--- src/include/sdmac_cfg.svh ---
// SDMAC register interface configuration
`ifndef SDMAC_CFG_SVH
`define SDMAC_CFG_SVH

// CPU data bus width
`define SDMAC_DW 32

// Value returned by a VERSION read
`define SDMAC_VERSION 32'h0003_0001

// ACR advance per DMA transfer, one longword
`define SDMAC_ACR_STEP 4

`endif
--- src/verilog/sdmac_pkg.sv ---
// SDMAC register map definitions
`default_nettype none

package sdmac_pkg;

  // Register offsets on the CPU bus
  typedef enum logic [7:0] {
    WTC     = 8'h04,
    CONTR   = 8'h08,
    ACR     = 8'h0C,
    ST_DMA  = 8'h10,
    FLUSH   = 8'h14,
    CLR_INT = 8'h18,
    ISTR    = 8'h1C,
    VERSION = 8'h20,
    SP_DMA  = 8'h3C,
    SSPBDAT = 8'h58
  } reg_off_e;

  // CONTR bits
  localparam int CONTR_DIR = 1; // 1 = memory to SCSI
  localparam int CONTR_IE  = 2;

  // ISTR bits, rest read as zero
  localparam int ISTR_INT_P   = 0;
  localparam int ISTR_RUN     = 1;
  localparam int ISTR_SCSI    = 2;
  localparam int ISTR_FLUSHED = 3;

endpackage

`default_nettype wire

--- src/verilog/sdmac_regs_top.sv ---
// SDMAC register interface top level
`default_nettype none
`include "sdmac_cfg.svh"

module sdmac_regs_top (
  input  wire                  clk,
  input  wire                  rst_n,
  input  wire [7:0]            addr,
  input  wire                  dmac_n,
  input  wire                  as_n,
  input  wire                  rw,
  input  wire [`SDMAC_DW-1:0]  data_in,
  input  wire                  scsi_int,
  input  wire                  dma_ack,
  output logic [`SDMAC_DW-1:0] data_out,
  output logic                 data_oe,
  output logic                 wdregreq, // WD33C93 register access
  output logic                 int_n,
  output logic                 dma_dir    // To the data path
);

  // Decoder strobes
  logic wtc_rd_n, contr_rd_n, istr_rd_n, version_rd_n, sspbdat_rd_n, acr_rd_n;
  logic contr_wr, acr_wr, sspbdat_wr;
  logic st_dma, sp_dma, clr_int, flush_n;

  // Register state
  logic [7:0]           contr;
  logic [`SDMAC_DW-1:0] acr;
  logic [`SDMAC_DW-1:0] sspbdat;
  logic [`SDMAC_DW-1:0] wtc;
  logic                 int_enable;
  logic                 running, int_pending, flushed, xfer;

  sdmac_addr_decoder u_decoder (
    .addr         (addr),
    .dmac_n       (dmac_n),
    .as_n         (as_n),
    .rw           (rw),
    .wd_sel       (wdregreq),
    .wtc_rd_n     (wtc_rd_n),
    .contr_rd_n   (contr_rd_n),
    .istr_rd_n    (istr_rd_n),
    .version_rd_n (version_rd_n),
    .sspbdat_rd_n (sspbdat_rd_n),
    .acr_rd_n     (acr_rd_n),
    .contr_wr     (contr_wr),
    .acr_wr       (acr_wr),
    .sspbdat_wr   (sspbdat_wr),
    .st_dma       (st_dma),
    .sp_dma       (sp_dma),
    .clr_int      (clr_int),
    .flush_n      (flush_n)
  );

  sdmac_ctrl_regs u_ctrl_regs (
    .clk        (clk),
    .rst_n      (rst_n),
    .data_in    (data_in),
    .contr_wr   (contr_wr),
    .acr_wr     (acr_wr),
    .sspbdat_wr (sspbdat_wr),
    .xfer       (xfer),
    .contr      (contr),
    .acr        (acr),
    .sspbdat    (sspbdat),
    .int_enable (int_enable),
    .dma_dir    (dma_dir)
  );

  sdmac_dma_state u_dma_state (
    .clk         (clk),
    .rst_n       (rst_n),
    .st_dma      (st_dma),
    .sp_dma      (sp_dma),
    .clr_int     (clr_int),
    .flush_n     (flush_n),
    .scsi_int    (scsi_int),
    .dma_ack     (dma_ack),
    .int_enable  (int_enable),
    .running     (running),
    .int_pending (int_pending),
    .flushed     (flushed),
    .wtc         (wtc),
    .xfer        (xfer),
    .int_n       (int_n)
  );

  sdmac_read_mux u_read_mux (
    .wtc_rd_n     (wtc_rd_n),
    .contr_rd_n   (contr_rd_n),
    .istr_rd_n    (istr_rd_n),
    .version_rd_n (version_rd_n),
    .sspbdat_rd_n (sspbdat_rd_n),
    .acr_rd_n     (acr_rd_n),
    .contr        (contr),
    .acr          (acr),
    .sspbdat      (sspbdat),
    .wtc          (wtc),
    .running      (running),
    .int_pending  (int_pending),
    .flushed      (flushed),
    .scsi_int     (scsi_int),
    .data_out     (data_out),
    .data_oe      (data_oe)
  );

endmodule

`default_nettype wire

--- src/verilog/sdmac_read_mux.sv ---
// SDMAC CPU read data multiplexer
`default_nettype none
`include "sdmac_cfg.svh"

module sdmac_read_mux (
  input  wire                  wtc_rd_n,
  input  wire                  contr_rd_n,
  input  wire                  istr_rd_n,
  input  wire                  version_rd_n,
  input  wire                  sspbdat_rd_n,
  input  wire                  acr_rd_n,
  input  wire [7:0]            contr,
  input  wire [`SDMAC_DW-1:0]  acr,
  input  wire [`SDMAC_DW-1:0]  sspbdat,
  input  wire [`SDMAC_DW-1:0]  wtc,
  input  wire                  running,
  input  wire                  int_pending,
  input  wire                  flushed,
  input  wire                  scsi_int,
  output logic [`SDMAC_DW-1:0] data_out,
  output logic                 data_oe
);

  logic [`SDMAC_DW-1:0] istr;

  // Status word
  always_comb begin
    istr                           = '0;
    istr[sdmac_pkg::ISTR_INT_P]   = int_pending;
    istr[sdmac_pkg::ISTR_RUN]     = running;
    istr[sdmac_pkg::ISTR_SCSI]    = scsi_int; // Unlatched
    istr[sdmac_pkg::ISTR_FLUSHED] = flushed;
  end

  // Strobes are one-hot from the decoder
  always_comb begin
    data_out = '0;
    if (!wtc_rd_n) begin
      data_out = wtc;
    end else if (!contr_rd_n) begin
      data_out = {{(`SDMAC_DW-8){1'b0}}, contr};
    end else if (!istr_rd_n) begin
      data_out = istr;
    end else if (!version_rd_n) begin
      data_out = `SDMAC_VERSION;
    end else if (!sspbdat_rd_n) begin
      data_out = sspbdat;
    end else if (!acr_rd_n) begin
      data_out = acr;
    end
  end

  assign data_oe = ~&{wtc_rd_n, contr_rd_n, istr_rd_n,
                      version_rd_n, sspbdat_rd_n, acr_rd_n};

endmodule

`default_nettype wire

--- src/verilog/sdmac_dma_state.sv ---
// SDMAC DMA state and interrupt
`default_nettype none
`include "sdmac_cfg.svh"

module sdmac_dma_state (
  input  wire                  clk,
  input  wire                  rst_n,
  input  wire                  st_dma,
  input  wire                  sp_dma,
  input  wire                  clr_int,
  input  wire                  flush_n,
  input  wire                  scsi_int,   // Raw request from the WD33C93
  input  wire                  dma_ack,
  input  wire                  int_enable,
  output logic                 running,
  output logic                 int_pending,
  output logic                 flushed,
  output logic [`SDMAC_DW-1:0] wtc,
  output logic                 xfer,
  output logic                 int_n
);

  // A transfer only counts while DMA is running
  assign xfer = dma_ack & running;

  always_ff @(posedge clk) begin
    if (!rst_n) begin
      running <= 1'b0;
    end else if (st_dma) begin
      running <= 1'b1;
    end else if (sp_dma) begin
      running <= 1'b0;
    end
  end

  // Word transfer count
  always_ff @(posedge clk) begin
    if (!rst_n) begin
      wtc <= '0;
    end else if (st_dma) begin
      wtc <= '0;
    end else if (xfer) begin
      wtc <= wtc + 1;
    end
  end

  always_ff @(posedge clk) begin
    if (!rst_n) begin
      int_pending <= 1'b0;
    end else if (scsi_int) begin
      int_pending <= 1'b1; // New request wins over a clear
    end else if (clr_int) begin
      int_pending <= 1'b0;
    end
  end

  always_ff @(posedge clk) begin
    if (!rst_n) begin
      flushed <= 1'b0;
    end else if (st_dma) begin
      flushed <= 1'b0;
    end else if (!flush_n) begin
      flushed <= 1'b1;
    end
  end

  // Active-low interrupt line to the host
  assign int_n = ~(int_pending & int_enable);

endmodule

`default_nettype wire

--- src/verilog/sdmac_ctrl_regs.sv ---
// SDMAC control registers
`default_nettype none
`include "sdmac_cfg.svh"

module sdmac_ctrl_regs (
  input  wire                 clk,
  input  wire                 rst_n,
  input  wire [`SDMAC_DW-1:0] data_in,
  input  wire                 contr_wr,
  input  wire                 acr_wr,
  input  wire                 sspbdat_wr,
  input  wire                 xfer,       // One DMA transfer this cycle
  output logic [7:0]          contr,
  output logic [`SDMAC_DW-1:0] acr,
  output logic [`SDMAC_DW-1:0] sspbdat,
  output logic                int_enable,
  output logic                dma_dir
);

  localparam logic [`SDMAC_DW-1:0] ACR_STEP = `SDMAC_ACR_STEP;

  always_ff @(posedge clk) begin
    if (!rst_n) begin
      contr <= '0;
    end else if (contr_wr) begin
      contr <= data_in[7:0]; // Only the low byte exists
    end
  end

  // Address counter
  always_ff @(posedge clk) begin
    if (!rst_n) begin
      acr <= '0;
    end else if (acr_wr) begin
      acr <= data_in; // CPU write beats the increment
    end else if (xfer) begin
      acr <= acr + ACR_STEP;
    end
  end

  always_ff @(posedge clk) begin
    if (!rst_n) begin
      sspbdat <= '0;
    end else if (sspbdat_wr) begin
      sspbdat <= data_in;
    end
  end

  assign int_enable = contr[sdmac_pkg::CONTR_IE];
  assign dma_dir    = contr[sdmac_pkg::CONTR_DIR];

endmodule

`default_nettype wire

--- src/verilog/sdmac_addr_decoder.sv ---
// SDMAC bus cycle address decoder
`default_nettype none

module sdmac_addr_decoder (
  input  wire [7:0] addr,   // Register offset from the CPU
  input  wire       dmac_n, // Chip select
  input  wire       as_n,   // Address strobe
  input  wire       rw,     // High for read
  output logic      wd_sel,
  output logic      wtc_rd_n,
  output logic      contr_rd_n,
  output logic      istr_rd_n,
  output logic      version_rd_n,
  output logic      sspbdat_rd_n,
  output logic      acr_rd_n,
  output logic      contr_wr,
  output logic      acr_wr,
  output logic      sspbdat_wr,
  output logic      st_dma,
  output logic      sp_dma,
  output logic      clr_int,
  output logic      flush_n
);

  logic valid;
  logic hit_wtc, hit_contr, hit_acr, hit_istr, hit_version, hit_sspbdat;

  assign valid = ~(dmac_n | as_n);

  // Register matches
  assign hit_wtc     = valid & (addr == sdmac_pkg::WTC);
  assign hit_contr   = valid & (addr == sdmac_pkg::CONTR);
  assign hit_acr     = valid & (addr == sdmac_pkg::ACR);
  assign hit_istr    = valid & (addr == sdmac_pkg::ISTR);
  assign hit_version = valid & (addr == sdmac_pkg::VERSION);
  assign hit_sspbdat = valid & (addr == sdmac_pkg::SSPBDAT);

  assign wd_sel = valid & (addr[7:4] == 4'h4); // WD33C93 window

  assign wtc_rd_n     = ~(hit_wtc & rw);
  assign contr_rd_n   = ~(hit_contr & rw);
  assign istr_rd_n    = ~(hit_istr & rw);
  assign version_rd_n = ~(hit_version & rw);
  assign sspbdat_rd_n = ~(hit_sspbdat & rw);
  assign acr_rd_n     = ~(hit_acr & rw);

  assign contr_wr   = hit_contr & ~rw;
  assign acr_wr     = hit_acr & ~rw;
  assign sspbdat_wr = hit_sspbdat & ~rw;

  // Action offsets fire on any access
  assign st_dma  = valid & (addr == sdmac_pkg::ST_DMA);
  assign sp_dma  = valid & (addr == sdmac_pkg::SP_DMA);
  assign clr_int = valid & (addr == sdmac_pkg::CLR_INT);
  assign flush_n = ~(valid & (addr == sdmac_pkg::FLUSH));

endmodule

`default_nettype wire

--- config.mk ---
export PLATFORM = sky130hd
export DESIGN_NAME = sdmac_regs_top
export DESIGN_NICKNAME = d
export VERILOG_FILES = /design/src/verilog/sdmac_pkg.sv /design/src/verilog/sdmac_regs_top.sv /design/src/verilog/sdmac_read_mux.sv /design/src/verilog/sdmac_dma_state.sv /design/src/verilog/sdmac_ctrl_regs.sv /design/src/verilog/sdmac_addr_decoder.sv
export VERILOG_INCLUDE_DIRS = /design/src /design/src/include
export SDC_FILE = /design/constraint.sdc
export NUM_CORES = 1
export LEC_CHECK = 0
export BUFFER_PORTS_ARGS = -buffer_cell sky130_fd_sc_hd__buf_2
export CAP_MARGIN = 20
export CORE_ASPECT_RATIO = 0.6
export CORE_UTILIZATION = 60
export CTS_BUF_LIST = sky130_fd_sc_hd__clkbuf_2 sky130_fd_sc_hd__clkbuf_4 sky130_fd_sc_hd__clkbuf_8
export CTS_CLUSTER_SIZE = 12
export DETAILED_ROUTE_END_ITERATION = 16
export PLACE_DENSITY = 0.86
export SYNTH_ARGS = -nofsm -noshare
export SYNTH_HDL_FRONTEND = slang
export SYNTH_HIERARCHICAL = 1
export SYNTH_SLANG_ARGS = --single-unit
--- constraint.sdc ---
create_clock -name clk -period 3.1 [get_ports clk]
set_input_delay 0.31 -clock clk [delete_from_list [all_inputs] [get_ports clk]]
set_output_delay 0.31 -clock clk [all_outputs]
set_load 0.05 [all_outputs]
* Yosys cells after proc, flatten, opt, wreduce, memory -nomap -nowiden *
Index checks and enable logic that the tools add are counted.

operators by class
  add/sub/neg operators = 2
  equality and inequality tests = 11
  multiplexer cells = 12
  bitwise logic cells = 33
  reductions and logical operators = 6

operators with widths
  operator                 count
  $mux W32                 8
  $add A32 B1 Y32 const B  1
  $add A32 B3 Y32 const B  1
  $eq A8 B5 Y1 const B     4
  $and A1 B1 Y1            22
  $eq A8 B4 Y1 const B     2
  $eq A8 B6 Y1 const B     2
  $not A1 Y1               10
  $eq A8 B3 Y1 const B     1
  $eq A8 B7 Y1 const B     1
  $reduce_and A6 Y1        1
  $reduce_bool A2 Y1       3
  $eq A4 B3 Y1 const B     1
  $mux W1                  4
  $reduce_or A2 Y1         1
  $logic_not A1 Y1         1
  $or A1 B1 Y1             1

word-level totals
  register bits after elaboration = 107
  input bits = 47
  output and inout bits = 36
  logic and storage cells = 71

* Longest topological paths before layout *
  depth after elaboration = 10
  gate-level depth with buffers = 8
  gate-level depth less buffers = 6

* Hierarchy *
The synthesis kept the hierarchy.

by module, submodules not included
  module              times used  cells each  area each (sq um)  sequential area each (sq um)
  sdmac_ctrl_regs     1           361         3,360.7            1,441.4
  sdmac_dma_state     1           179         1,580.3            700.7
  sdmac_read_mux      1           144         977.2              0.0
  sdmac_addr_decoder  1           28          187.7              0.0

* Worst setup path before layout *
Ideal clock, no wire load.

  kind = in2out
  from = input port as_n
  to = output port data_out[4]
  arrival time = 2.870 ns
  required time = 2.790 ns
  slack = -0.080 ns
  stages on the path = 7
  buffers on the path = 2
  path through = or4b_4 -> or4_1 -> buf_6 -> inv_2 -> buf_6 -> a22oi_1 -> o21ai_0

on the way
  longest elaborated chain between the ends = 10

RTL lines
  element         RTL line                  text
  from (decl)     sdmac_regs_top.sv:10      input wire as_n,
  $or A1 B1 Y1 *  sdmac_addr_decoder.sv:28  assign valid = ~(dmac_n | as_n);
  $not A1 Y1 *    sdmac_addr_decoder.sv:28
  $and A1 B1 Y1   sdmac_addr_decoder.sv:33  assign hit_acr = valid & (addr == sdmac_pkg::ACR);
  $and A1 B1 Y1   sdmac_addr_decoder.sv:45  assign acr_rd_n = ~(hit_acr & rw);
  $mux W32        sdmac_read_mux.sv:48      end else if (!acr_rd_n) begin
  $mux W32        sdmac_read_mux.sv:46      end else if (!sspbdat_rd_n) begin
  $mux W32        sdmac_read_mux.sv:44      end else if (!version_rd_n) begin
  $mux W32        sdmac_read_mux.sv:42      end else if (!istr_rd_n) begin
  $mux W32        sdmac_read_mux.sv:40      end else if (!contr_rd_n) begin
  $mux W32 *      sdmac_read_mux.sv:38      if (!wtc_rd_n) begin
  to (decl)       sdmac_regs_top.sv:15      output logic [`SDMAC_DW-1:0] data_out,

Mark *: on every way between the ends. The rest lies on a longest branch, timed or not.

* Worst setup path in the final report *
  from = input port addr[1]
  to = output port data_out[12]

on the way
  longest elaborated chain between the ends = 9

RTL lines
  element        RTL line                  text
  from (decl)    sdmac_regs_top.sv:8       input wire [7:0] addr,
  $eq A8 B4 Y1   sdmac_addr_decoder.sv:33
  $and A1 B1 Y1  sdmac_addr_decoder.sv:33
  $and A1 B1 Y1  sdmac_addr_decoder.sv:45
  $mux W32       sdmac_read_mux.sv:48
  $mux W32       sdmac_read_mux.sv:46
  $mux W32       sdmac_read_mux.sv:44
  $mux W32       sdmac_read_mux.sv:42
  $mux W32       sdmac_read_mux.sv:40
  $mux W32 *     sdmac_read_mux.sv:38

Marks and branches as above.

==> metrics.txt <==
DRT antenna net count 0; antenna cell count 0; Max Fanout on Critical Path 29; Min-Delay Startpoint scsi_int; most used cell, CP buf_2; Worst EP required 2.79 ns; met3 global-route usage 0.0701; grt met1 use 0.489; boundary pin count 83; #FFs+latches synth 107; clock skew 0.0156 ns; GRT busiest layer met2; Comb pwr share 0.044; Post-CTS Hold Buffers 0; Layout area overhead 10.8%; Yosys cell types 68; CP peak stage delay 0.59 ns; placement row count 28; global-route wire length before repair 27500 um; post-synthesis sequential area ratio 0.351; drt first pass iters 5; initial antenna violation count 0; fmax 0.330 GHz; Netlist Area Pre-Place 6110 sq um; Hold Crit Depth 2; WHS Endpoint u_dma_state/int_pending; sw power 0.000585 W; # fillers 786; Worst-path clk slew 0.11 ns; syn_nets 761; Seq pwr share 0.597; critical path class in -> out; Rel. slew slack 0.442; WL per Instance 19.4 um; Finished Layout Cells 914; Max H-tree Level 3; DRT iter0 DRCs 761; Sink Count 107; Sw Share 0.254; Detailed Route WL 17700 um; met2 usage 0.493; Cell Pwr Density 341 nW/um^2; crit path max-delay cell type or4b_1; type of the worst min-delay path in -> reg; Final Hold Fails 0; Post-CTS Setup Bufs 0; min cycle time layout 3.03 ns; vias per cell 6.43; Synth area leader dfxtp_1; layout cells sized above 1 0.181; Pint 0.00172 W; PortBufs 82; flop2flop setup slack 0.54 ns; vias in the first global route 5239; total power 0.00231 W; clk_lat worst skew 0.39 ns; Reg-to-Reg Start u_ctrl_regs/acr[2]; Die Footprint 10600 sq um; post-route setup TNS 0 ns; RSZ-0062 raised after global routing no; NumNets Final 823; Ys Warns 6; Slew Limit Fails 0; via total after detailed routing 5876; EDFF count, synth 0; clock share of power 0.360; Post-synth top cells dfxtp_1, nor2b_1, mux2i_1, nor2_1, inv_1; Synth top area share 0.351; cell with the most instances after synthesis dfxtp_1; die width 132 um; Post-DP HPWL 12900 um; status complete, no violations; final setup fails 0; crit share post-route 0.977; footprint of the multi-input gates 3560 sq um; drt drc 0; Slew @ Worst Pin 0.831 ns; max cap viols 0; FF/Latch Area 2140 sq um; cts bufs inserted 9; Crit Reg-Reg Endpoint u_ctrl_regs/acr[18]; total track usage 0.333; CTS tree yes; WP data arrival 2.72 ns; CP Cell Sequence buf_2 -> or4b_1 -> or4_1 -> buf_4 -> inv_2 -> buf_12 -> a22oi_1 -> o22ai_1 -> buf_2; CTS max path bufs 2; VDD IR max 0.284 mV; Worst Setup End Kind primary output; dpl cells 898; Root Driver clkbuf_8; Core ar. 9880 sq um; CP Launch Type input pin; Initial Utilization 0.618; Mapped Avg Cell Area 8.58 sq um; fraction of registers with async set/reset 0; dominant synthesized flop cell dfxtp_1; Reg2Reg Depth 5; Leakage Power 2.30 nW; synth top area cells dfxtp_1, mux2i_1, nor2b_1; largest net degree at the start of global routing 44; global route total overflow 0; Die H 80.1 um; GPL Wtd Cong 0.935; Syn Inst Count 712
[stage by stage]
step / cell area, sq um / hold WS, ns / util / setup WS (ns)
final: 6760 / 0.155 / 0.685 / 0.0718
after global routing: 6760 / 0.152 / 0.685 / 0.0101
after CTS: 6760 / 0.147 / 0.684 / 0.109
after detailed placement: 6580 / 0.477 / 0.666 / 0.119
after global placement: 6530 / 0.440 / 0.661 / -0.0449
after floorplan: 6110 / 0.426 / - / 0.115
[power by group through the flow]
stage,Clock [W],Sequential [W],Combinational [W]
after CTS,0.000831,0.00138,0.0000987
after global placement,0,0.00141,0.0000958
after detailed placement,0,0.00141,0.0000984
after global routing,0.000873,0.00138,0.000108
final,0.000830,0.00138,0.000101
after floorplan,0,0.00141,0.0000419
[critical path, delay by kind of cell]
kind	cells	cell delay, ns
buf+inv	5	0.89
simple gates	2	1.14
compound gates	2	0.37
[sequential cells by signal, indices dropped and copies added (netlist names)]
| register | count |
|---|---|
| u_ctrl_regs/sspbdat | 32 |
| u_ctrl_regs/acr | 32 |
| u_dma_state/wtc | 32 |
| u_ctrl_regs/contr | 8 |
| u_dma_state/int_pending | 1 |
| u_dma_state/running | 1 |
| u_dma_state/flushed | 1 |
[placed cells by master (no fill, tap or decap), types with 5 or more instances in the layout]
| cell type | n |
|---|---|
| a211oi_1 | 5 |
| a21oi_1 | 20 |
| a22oi_1 | 14 |
| a22oi_2 | 9 |
| a31oi_1 | 8 |
| and2_1 | 6 |
| and3_1 | 14 |
| and4_1 | 9 |
| buf_2 | 82 |
| buf_4 | 13 |
| clkbuf_8 | 9 |
| dfxtp_1 | 107 |
| inv_1 | 36 |
| mux2i_1 | 44 |
| nand2_1 | 33 |
| nand2b_1 | 12 |
| nand3_1 | 26 |
| nand4_1 | 26 |
| nor2_1 | 39 |
| nor2b_1 | 55 |
| nor3_1 | 12 |
| nor4_1 | 10 |
| o211a_1 | 5 |
| o21ai_0 | 26 |
| o21ai_1 | 8 |
| o22ai_1 | 26 |
| o31ai_1 | 8 |
| or3_1 | 8 |
| or4_1 | 11 |
| xnor2_1 | 19 |
| xor2_1 | 16 |
[metal layers]
metal,part of all wire,up-vias
met5,0,-
li1,-,2723
met4,0.011,0
met3,0.13,30
met1,0.44,2760
met2,0.42,363
[worst max path at each step]
stage / from / to / slack, ns / cells past startpoint
6_report: addr[1] / data_out[12] / 0.07 / 9
5_1_grt: addr[1] / data_out[17] / 0.01 / 9
4_1_cts: addr[1] / data_out[16] / 0.11 / 8
3_5_place_dp: addr[1] / data_out[16] / 0.12 / 8
3_3_place_gp: addr[1] / data_out[12] / -0.04 / 7
2_1_floorplan: as_n / data_out[21] / 0.11 / 8
[cell families after synthesis]
logic type,share of synthesized area
AND/OR/NAND/NOR,0.282
AO/OA/AOI/OAI,0.173
flip-flops,0.351
buffers and inverters,0.0684
multiplexers,0.0721
XOR/XNOR,0.0502
adder cells (fa/ha/maj),0.00410
[cell type report]
type                    instances  share of cell area
clock buffers                   9              0.0183
clock inverters                 7             0.00888
inverters                      37              0.0205
multi-input cells             521               0.526
flip-flops and latches        107               0.317
well taps                     135              0.0250
repair buffers                 98              0.0844
[what timing repair did]
item                                   CTS  global route
gates resized for setup                  0             1
setup endpoints to repair                0             1
endpoints found under the hold margin    0             0
Note: power is estimated with default switching activity, not from simulation.
